`src/pixelGen_settings.svh`:
```
//------------------------------
// Pixel generator settings
// Coordinate widths, color depth and FIFO depths
//------------------------------
`ifndef PIXEL_GEN_SETTINGS_SVH
`define PIXEL_GEN_SETTINGS_SVH

// Display coordinates and sizes
`define PIXEL_HWIDTH 11
`define PIXEL_VWIDTH 11

// ARGB4444 dot, alpha in the top nibble
`define PIXEL_COLOR_DEPTH 16

// Per-layer dot FIFO
`define LAYER_FIFO_DEPTH 16

// Composed RGB pixel FIFO
`define OUT_FIFO_DEPTH 16

`endif

```
`src/pixelGenPkg.sv`:
```
//------------------------------
// Pixel generator types
// Dot, pixel, rectangle and control state
//------------------------------
`include "pixelGen_settings.svh"

package pixelGenPkg;

	// One color channel, four per dot
	localparam int cChWidth = `PIXEL_COLOR_DEPTH / 4;
	// RGB without alpha, 12 bits
	localparam int cRgbWidth = `PIXEL_COLOR_DEPTH - cChWidth;

	// Layer dot, ARGB plus frame mark
	typedef struct packed {
		logic [cChWidth-1:0] alpha;
		logic [cChWidth-1:0] red;
		logic [cChWidth-1:0] green;
		logic [cChWidth-1:0] blue;
		logic                frameStart;
	} dotT;

	// Output pixel, alpha removed
	typedef struct packed {
		logic [cChWidth-1:0] red;
		logic [cChWidth-1:0] green;
		logic [cChWidth-1:0] blue;
		logic                frameStart;
	} pixelT;

	// Inclusive bounds and ARGB fill
	typedef struct packed {
		logic [`PIXEL_HWIDTH-1:0]      xStart;
		logic [`PIXEL_HWIDTH-1:0]      xEnd;
		logic [`PIXEL_VWIDTH-1:0]      yStart;
		logic [`PIXEL_VWIDTH-1:0]      yEnd;
		logic [`PIXEL_COLOR_DEPTH-1:0] color;
	} rectT;

	typedef enum logic [1:0] {IDLE, LOAD, RUN} ctrlStateT;

endpackage

```
`src/pixelFifo.sv`:
```
//------------------------------
// Synchronous FWFT FIFO
// Head word always visible on oData
//------------------------------
`timescale 1ns/1ns

module pixelFifo #(
	parameter int pWidth = 16,
	parameter int pDepth = 16
)(
	input  logic              iClk,
	input  logic              reset,
	input  logic              iPush,
	input  logic              iPop,
	input  logic [pWidth-1:0] iData,
	output logic [pWidth-1:0] oData,
	output logic              oFull,
	output logic              oEmp
);

	localparam int cPtrWidth = (pDepth > 1) ? $clog2(pDepth) : 1;
	localparam int cCntWidth = $clog2(pDepth + 1);

	logic [pWidth-1:0]    fifoMem [pDepth];
	logic [cPtrWidth-1:0] wrPtr;
	logic [cPtrWidth-1:0] rdPtr;
	logic [cCntWidth-1:0] level;

	// Storage, written at the tail
	always_ff @(posedge iClk)
	begin
		if (iPush)
		begin
			fifoMem[wrPtr] <= iData;
		end
	end

	// Pointers wrap at the last slot
	always_ff @(posedge iClk)
	begin
		if (reset)
		begin
			wrPtr <= '0;
			rdPtr <= '0;
			level <= '0;
		end
		else
		begin
			if (iPush)
				wrPtr <= (wrPtr == cPtrWidth'(pDepth - 1)) ? '0 : wrPtr + 1'b1;
			if (iPop)
				rdPtr <= (rdPtr == cPtrWidth'(pDepth - 1)) ? '0 : rdPtr + 1'b1;
			// Fill level
			unique case ({iPush, iPop})
				2'b10:   level <= level + 1'b1;
				2'b01:   level <= level - 1'b1;
				default: level <= level;
			endcase
		end
	end

	assign oData = fifoMem[rdPtr];
	assign oFull = (level == cCntWidth'(pDepth));
	assign oEmp  = (level == '0);

	// Callers must respect the level flags
	aPushFull : assert property (@(posedge iClk) disable iff (reset) iPush |-> !oFull)
		else $error("Fail %0t: push into full FIFO", $time);
	aPopEmpty : assert property (@(posedge iClk) disable iff (reset) iPop |-> !oEmp)
		else $error("Fail %0t: pop from empty FIFO", $time);

endmodule

```
`src/drawPosition.sv`:
```
//------------------------------
// Raster position counter
// Left to right, top to bottom, origin marks frame
//------------------------------
`timescale 1ns/1ns
`include "pixelGen_settings.svh"

module drawPosition (
	input  logic                     iClk,
	input  logic                     reset,
	input  logic                     iStep,
	input  logic [`PIXEL_HWIDTH-1:0] iLastCol,
	input  logic [`PIXEL_VWIDTH-1:0] iLastRow,
	output logic [`PIXEL_HWIDTH-1:0] oHpos,
	output logic [`PIXEL_VWIDTH-1:0] oVpos,
	output logic                     oFrameStart
);

	logic [`PIXEL_HWIDTH-1:0] hPos;
	logic [`PIXEL_VWIDTH-1:0] vPos;

	// Column inner, row outer
	always_ff @(posedge iClk)
	begin
		if (reset)
		begin
			hPos <= '0;
			vPos <= '0;
		end
		else if (iStep)
		begin
			if (hPos == iLastCol)
			begin
				hPos <= '0;
				// End of line, next row or wrap to top
				if (vPos == iLastRow)
					vPos <= '0;
				else
					vPos <= vPos + 1'b1;
			end
			else
			begin
				hPos <= hPos + 1'b1;
			end
		end
	end

	assign oHpos       = hPos;
	assign oVpos       = vPos;
	// First pixel of the frame
	assign oFrameStart = (hPos == '0) && (vPos == '0);

	// Registered size at the top bounds every stepped position
	aInBounds : assert property (@(posedge iClk) disable iff (reset)
		iStep |-> (hPos <= iLastCol) && (vPos <= iLastRow))
		else $error("Fail %0t: position outside display", $time);

endmodule

```
`src/squareLayer.sv`:
```
//------------------------------
// Square drawing layer
// Rectangle hit test, one dot per step into a FIFO
//------------------------------
`timescale 1ns/1ns
`include "pixelGen_settings.svh"

module squareLayer
	import pixelGenPkg::*;
(
	input  logic                     iClk,
	input  logic                     reset,
	input  rectT                     iRect,
	input  logic [`PIXEL_HWIDTH-1:0] iHpos,
	input  logic [`PIXEL_VWIDTH-1:0] iVpos,
	input  logic                     iFrameStart,
	input  logic                     iStep,
	input  logic                     iPop,
	output dotT                      oDot,
	output logic                     oFull,
	output logic                     oEmp
);

	logic hitX;
	logic hitY;
	logic hit;
	dotT  pushDot;

	//------------------------------
	// Hit test
	//------------------------------
	// Bounds are inclusive on both ends
	assign hitX = (iHpos >= iRect.xStart) && (iHpos <= iRect.xEnd);
	assign hitY = (iVpos >= iRect.yStart) && (iVpos <= iRect.yEnd);
	assign hit  = hitX && hitY;

	// Miss gives a fully transparent dot
	always_comb
	begin
		if (hit)
			{pushDot.alpha, pushDot.red, pushDot.green, pushDot.blue} = iRect.color;
		else
			{pushDot.alpha, pushDot.red, pushDot.green, pushDot.blue} = '0;
		pushDot.frameStart = iFrameStart;
	end

	//------------------------------
	// Dot FIFO
	//------------------------------
	// Pushed with the same step that advances the raster
	pixelFifo #(
		.pWidth ($bits(dotT)),
		.pDepth (`LAYER_FIFO_DEPTH)
	) dotFifo_inst (
		.iClk  (iClk),
		.reset (reset),
		.iPush (iStep),
		.iPop  (iPop),
		.iData (pushDot),
		.oData (oDot),
		.oFull (oFull),
		.oEmp  (oEmp)
	);

endmodule

```
`src/layerMerge.sv`:
```
//------------------------------
// Layer merge
// Painter's order composition to RGB, output FIFO and register
//------------------------------
`timescale 1ns/1ns
`include "pixelGen_settings.svh"

module layerMerge
	import pixelGenPkg::*;
(
	input  logic  iClk,
	input  logic  reset,
	input  dotT   iBack,
	input  dotT   iSprite,
	input  logic  iMerge,
	input  logic  iPop,
	output pixelT oPixel,
	output logic  oVd,
	output logic  oFull,
	output logic  oEmp
);

	logic [cRgbWidth-1:0] mergeRgb;
	pixelT                pushPixel;
	pixelT                headPixel;

	//------------------------------
	// Composition
	//------------------------------
	// Sprite on top, then background, else black
	always_comb
	begin
		if (iSprite.alpha != '0)
			mergeRgb = {iSprite.red, iSprite.green, iSprite.blue};
		else if (iBack.alpha != '0)
			mergeRgb = {iBack.red, iBack.green, iBack.blue};
		else
			mergeRgb = '0;
	end

	// Alpha dropped, frame mark from the background
	always_comb
	begin
		{pushPixel.red, pushPixel.green, pushPixel.blue} = mergeRgb;
		pushPixel.frameStart = iBack.frameStart;
	end

	//------------------------------
	// Output FIFO
	//------------------------------
	pixelFifo #(
		.pWidth ($bits(pixelT)),
		.pDepth (`OUT_FIFO_DEPTH)
	) outFifo_inst (
		.iClk  (iClk),
		.reset (reset),
		.iPush (iMerge),
		.iPop  (iPop),
		.iData (pushPixel),
		.oData (headPixel),
		.oFull (oFull),
		.oEmp  (oEmp)
	);

	// Head captured on pop
	always_ff @(posedge iClk)
	begin
		if (iPop)
			oPixel <= headPixel;
	end

	// Valid for the cycle after a pop
	always_ff @(posedge iClk)
	begin
		if (reset)
			oVd <= 1'b0;
		else
			oVd <= iPop;
	end

	// Both layers walk the same raster in lock step
	aFrameAgree : assert property (@(posedge iClk) disable iff (reset)
		iMerge |-> (iBack.frameStart == iSprite.frameStart))
		else $error("Fail %0t: layer frame marks differ", $time);

endmodule

```
`src/pixelCtrl.sv`:
```
//------------------------------
// Pixel pipeline control
// Start-up FSM and step, merge and pop strobes
//------------------------------
`timescale 1ns/1ns

module pixelCtrl
	import pixelGenPkg::*;
(
	input  logic iClk,
	input  logic reset,
	input  logic iEnable,
	input  logic iCke,
	input  logic iBackFull,
	input  logic iSpriteFull,
	input  logic iBackEmp,
	input  logic iSpriteEmp,
	input  logic iOutFull,
	input  logic iOutEmp,
	output logic oStep,
	output logic oMerge,
	output logic oOutPop
);

	ctrlStateT state;
	ctrlStateT nextState;

	//------------------------------
	// State machine
	//------------------------------
	// LOAD gives the size registers one cycle
	always_comb
	begin
		nextState = state;
		unique case (state)
			IDLE:    nextState = iEnable ? LOAD : IDLE;
			LOAD:    nextState = iEnable ? RUN : IDLE;
			RUN:     nextState = iEnable ? RUN : IDLE;
			default: nextState = IDLE;
		endcase
	end

	always_ff @(posedge iClk)
	begin
		if (reset)
			state <= IDLE;
		else
			state <= nextState;
	end

	//------------------------------
	// Strobes
	//------------------------------
	// Raster only moves while both layers have room
	assign oStep   = (state == RUN) && !iBackFull && !iSpriteFull;
	// Pair of dots in, room for one pixel out
	assign oMerge  = !iBackEmp && !iSpriteEmp && !iOutFull;
	assign oOutPop = iCke && !iOutEmp;

	// Layer FIFOs share push and pop, so their levels track
	aLayerLock : assert property (@(posedge iClk) disable iff (reset)
		(iBackEmp == iSpriteEmp) && (iBackFull == iSpriteFull))
		else $error("Fail %0t: layer FIFO levels diverged", $time);

endmodule

```
`src/videoPixelGen.sv`:
```
//------------------------------
// Video pixel generator top
// Display size registers, control and datapath wiring
//------------------------------
`timescale 1ns/1ns
`include "pixelGen_settings.svh"

module videoPixelGen
	import pixelGenPkg::*;
(
	input  logic                     iClk,
	input  logic                     reset,
	input  logic                     iEnable,
	input  logic                     iCke,
	input  logic [`PIXEL_HWIDTH-1:0] iHdisplay,
	input  logic [`PIXEL_VWIDTH-1:0] iVdisplay,
	input  rectT                     iBackRect,
	input  rectT                     iSpriteRect,
	output pixelT                    oPixel,
	output logic                     oVd
);

	logic [`PIXEL_HWIDTH-1:0] lastCol;
	logic [`PIXEL_VWIDTH-1:0] lastRow;
	logic [`PIXEL_HWIDTH-1:0] hPos;
	logic [`PIXEL_VWIDTH-1:0] vPos;
	logic                     frameStart;
	logic                     step;
	logic                     mergeEn;
	logic                     outPop;
	dotT                      backDot;
	dotT                      spriteDot;
	logic                     backFull;
	logic                     backEmp;
	logic                     spriteFull;
	logic                     spriteEmp;
	logic                     outFull;
	logic                     outEmp;

	// Last column and row, sizes are counts
	always_ff @(posedge iClk)
	begin
		lastCol <= iHdisplay - 1'b1;
		lastRow <= iVdisplay - 1'b1;
	end

	pixelCtrl pixelCtrl_inst (
		.iClk (iClk), .reset (reset), .iEnable (iEnable), .iCke (iCke),
		.iBackFull (backFull), .iSpriteFull (spriteFull),
		.iBackEmp (backEmp), .iSpriteEmp (spriteEmp),
		.iOutFull (outFull), .iOutEmp (outEmp),
		.oStep (step), .oMerge (mergeEn), .oOutPop (outPop)
	);

	drawPosition drawPosition_inst (
		.iClk (iClk), .reset (reset), .iStep (step),
		.iLastCol (lastCol), .iLastRow (lastRow),
		.oHpos (hPos), .oVpos (vPos), .oFrameStart (frameStart)
	);

	// Background below, sprite above
	squareLayer backLayer (
		.iClk (iClk), .reset (reset), .iRect (iBackRect),
		.iHpos (hPos), .iVpos (vPos), .iFrameStart (frameStart),
		.iStep (step), .iPop (mergeEn),
		.oDot (backDot), .oFull (backFull), .oEmp (backEmp)
	);

	squareLayer spriteLayer (
		.iClk (iClk), .reset (reset), .iRect (iSpriteRect),
		.iHpos (hPos), .iVpos (vPos), .iFrameStart (frameStart),
		.iStep (step), .iPop (mergeEn),
		.oDot (spriteDot), .oFull (spriteFull), .oEmp (spriteEmp)
	);

	layerMerge layerMerge_inst (
		.iClk (iClk), .reset (reset), .iBack (backDot), .iSprite (spriteDot),
		.iMerge (mergeEn), .iPop (outPop),
		.oPixel (oPixel), .oVd (oVd), .oFull (outFull), .oEmp (outEmp)
	);

endmodule

```
`config.mk`:
```
export PLATFORM = sky130hd
export DESIGN_NAME = videoPixelGen
export DESIGN_NICKNAME = d
export VERILOG_FILES = /design/src/pixelGenPkg.sv /design/src/pixelFifo.sv /design/src/drawPosition.sv /design/src/squareLayer.sv /design/src/layerMerge.sv /design/src/pixelCtrl.sv /design/src/videoPixelGen.sv
export VERILOG_INCLUDE_DIRS = /design/src
export SDC_FILE = /design/constraint.sdc
export NUM_CORES = 1
export LEC_CHECK = 0
export ABC_CLOCK_PERIOD_IN_PS = 4200
export BUFFER_PORTS_ARGS = -buffer_cell sky130_fd_sc_hd__buf_2
export CAP_MARGIN = 20
export CORE_UTILIZATION = 60
export CTS_CLUSTER_DIAMETER = 200
export DETAILED_ROUTE_END_ITERATION = 7
export PLACE_DENSITY_LB_ADDON = 0.12
export SYNTH_ARGS = -nofsm -noshare
export SYNTH_HDL_FRONTEND = slang
export SYNTH_SLANG_ARGS = --single-unit
```
`constraint.sdc`:
```
create_clock -name iClk -period 4.2 [get_ports iClk]
set_clock_uncertainty 0.15 [all_clocks]
set_input_delay 0.21 -clock iClk [delete_from_list [all_inputs] [get_ports iClk]]
set_output_delay 0.21 -clock iClk [all_outputs]
set_load 0.1 [all_outputs]
```
==> flow_summary.toml <==
[placed_design]
place_congestion = 0.863
port_buffers = 159
hpwlAfterDp_mm = 47.5
post_dp_cell_area_sq_um = 37500

[finish]
final_cell_area_sq_um = 41100
area_growth_pct = 17.1
drive_above_1_share = 0.262
nets = 2652

[clock_tree]
cts-root-buf = "clkbuf_16"
clk_latency_ns = 0.62
cts_made_buffers = 83
cts.sinks = 843
clockBufferDepth = 3
cts_max_level = 3
cts_tree = "yes"
post-cts-setup-buffers = 0
clkTransAtPathRegs_ns = 0.06

[logic_synthesis]
synth_fp_nets = 2316
synth_flop_cell = "edfxtp_1"
postSynthAreaPerCell_sq_um = 17.1
yosys.area.top_type = "edfxtp_1"
syn_inst = 2048
ys_seq_elements = 843
ys_async_sr_fraction = 0
synth_top_cell_area_share = 0.640
synth_cell_types = 62
seq_area_frac_synth = 0.694
yosysWarnings = 0
yosys-top-cells-area = "edfxtp_1 (64%), mux4_2 (11%), dfxtp_1 (5.4%), ha_1 (4.3%), mux2i_1 (1.4%)"
synth-edff-count = 749
syn_area_sq_um = 35100

[critical_path]
criticalPathCategory = "reg2reg"
required_ns = 4.60
crit_family = "compound AO/OA/AOI/OAI gates"
cpPeakStageDelay_ns = 0.60
arrival_ns = 4.27
slowest_stage = "ha_1"
worstPathMaxFanout = 17
cp-start-kind = "flip-flop"
path_cells = "or4_1 > o221a_1 > clkinv_8 > ha_1 > xor2_1 > ha_1 > o21a_1 > o22a_1 > a21oi_1 > xor2_1 > or3_1 > a21oi_1"
critPathCaptureType = "flip-flop"
critPathBufInv = 1

[drt]
ant_nets = 0
wl_per_cell_um = 24.2
drtIter0Drc = 1468
routed_via_density = 6.09
drc_errors = 0
drtPass1Iterations = 5
wirelength_mm = 77.8
num_vias = 19600

[grt]
grt_max_degree = 57
grt_pass1_wl_mm = 119
overflow = 0
grt_usage = 0.268
grt_pass1_vias = 20300
met2_usage = 0.459
met1_usage = 0.363
grtUsageMet3 = 0.0372
antenna_found_initial = 3
busiest_layer = "met2"

[outcome]
outcome = "finished clean"

[pwr]
p_per_area_nw_per_um2 = 414
cellLeakagePower_nw = 13.9
switching_power_mw = 3.29
ir_worst_vdd_mv = 0.367
p_comb_frac = 0.021
pwr-share-clk = 0.449
internal_power_mw = 13.8
sequentialPowerShare = 0.531
switching_share = 0.193

[sta]
max_freq_mhz = 258
rsz0062_at_grt = "no"
fin_crit_sh = 0.922
slew_violations = 0
fin_tns_setup_ns = 0
worst_pin_slew_ns = 1.12
setup_viol = 0
slew_headroom = 0.256
post-route-min-period_ns = 3.87
hold_viol = 0

[die]
die_h_um = 244
io_pins = 160
initial_utilization = 0.608
row_count = 88
core-area_sq_um = 57800
dieWidth_um = 244
die_area_sq_um = 59500

[hold_path]
min_path_type = "in2reg"

[flow_run]
cap_violations = 0
sequential cells by signal, summed over array words and instances (netlist names), named ones only:
name and cells:
spriteLayer.dotFifo_inst.fifoMem 256, backLayer.dotFifo_inst.fifoMem 272, drawPosition_inst.oHpos 11, spriteLayer.dotFifo_inst.level 5, backLayer.dotFifo_inst.rdPtr 4, layerMerge_inst.outFifo_inst.level 5
lastRow 11, backLayer.dotFifo_inst.level 5, drawPosition_inst.oVpos 11, layerMerge_inst.outFifo_inst.rdPtr 4, layerMerge_inst.outFifo_inst.fifoMem 208, layerMerge_inst.oVd 1
spriteLayer.dotFifo_inst.wrPtr 4, layerMerge_inst.oPixel 13, pixelCtrl_inst.state 2, spriteLayer.dotFifo_inst.rdPtr 4, layerMerge_inst.outFifo_inst.wrPtr 4, lastCol 11
backLayer.dotFifo_inst.wrPtr 4
metrics by stage:
step / power (mW) / setup slack, ns / hold slack [ns] / std cells / util
floorplan: 9.38 / 0.444 / 0.140 / 2048 / -
global placement: 9.50 / 0.526 / 0.254 / 2983 / 0.649
global route: 17.5 / 0.119 / 0.0526 / 3219 / 0.711
CTS: 17.1 / 0.340 / 0.00527 / 3203 / 0.709
detailed placement: 9.51 / 0.356 / 0.255 / 2984 / 0.649
finish: 17.0 / 0.329 / 0.0575 / 3220 / 0.711
power groups by stage:
stage               combinational (mW)  clock (mW)  sequential (mW)
finish                           0.353        7.65             9.04
global route                     0.389        8.07             9.04
CTS                              0.346        7.75             9.04
detailed placement               0.294           0             9.22
global placement                 0.286           0             9.22
floorplan                        0.159           0             9.22
tightest hold or removal path: stages:
cell and delay [ns]:
buf_2 0.10, nor4b_2 0.15, buf_4 0.18
metal layers:
layer | wire [um] | vias up
met4 | 1680 | 4
met3 | 4850 | 115
met1 | 31600 | 10100
met5 | 27 | -
met2 | 39600 | 653
li1 | - | 8754
logic make-up (layout without fill, tap and decap cells):
group                      Yosys count  in the layout  synth area share
adders and majority gates          122            122            0.0435
and+or+nand+nor                    377            377            0.0568
DFF                                843            843             0.694
other                                0              1                 0
buffers and inverters              199            605            0.0238
muxes                              229            229             0.126
xor gates and xnor gates            77             77            0.0192
AOI/OAI and AO/OA                  201            201            0.0368
cells in the final DEF (no fill, tap or decap), types with 62 or more instances in the layout:
cell type / netlist / layout
inv_1: 113 / 113
buf_2: 21 / 160
ha_1: 122 / 122
dfxtp_1: 94 / 87
dlygate4sd3_1: 0 / 65
nor2_1: 74 / 62
nand2_1: 88 / 88
mux4_2: 169 / 169
clkbuf_16: 0 / 86
buf_4: 3 / 105
edfxtp_1: 749 / 749
cell usage after synthesis, types with 4 or more instances:
cell / number
a22oi_1: 8
nor3b_1: 4
mux4_2: 169
nand2_1: 88
nor4_1: 36
dfxtp_1: 94
mux2_2: 12
and3_1: 20
o22ai_1: 8
o21a_1: 8
nor4b_1: 18
clkbuf_1: 47
a2bb2oi_1: 11
mux2i_1: 48
or3_1: 13
edfxtp_1: 749
buf_1: 9
buf_6: 5
nor2b_1: 11
nor3_1: 37
nand3_1: 15
xnor2_1: 23
o21ai_0: 39
a21o_1: 21
ha_1: 122
nand2b_1: 9
a22o_1: 12
a21oi_1: 61
nand4_1: 23
xor2_1: 54
or4_1: 9
a31oi_1: 5
and2_1: 6
buf_2: 21
inv_1: 113
nor2_1: 74
layout make-up:
cell class	instances	area [sq um]
tap	765	957
inverter	114	440
multi-input combinational	1006	10200
sequential	843	24400
clock buffer	111	2300
fill	3576	16700
antenna	1	2.50
timing repair buffer	336	2320
clock inverter	44	543
what timing repair did:
| item | in CTS | in global routing |
|---|---|---|
| gates resized for setup | 0 | 0 |
| endpoints found under the setup margin | 0 | 0 |
| hold endpoints to repair | 362 | 16 |
| hold buffers | 64 | 1 |
final timing paths:
path	from	end	slack, ns	depth (start not counted)
hold / removal	iBackRect[8]	backLayer.dotFifo_inst.fifoMem[14][9]	0.06	3
setup reg to reg	spriteLayer.dotFifo_inst.level[1]	backLayer.dotFifo_inst.level[4]	0.33	12
setup / recovery	spriteLayer.dotFifo_inst.level[1]	backLayer.dotFifo_inst.level[4]	0.33	12
hold reg to reg	spriteLayer.dotFifo_inst.level[4]	spriteLayer.dotFifo_inst.level[4]	0.36	2
(Power assumes the default switching activity.)
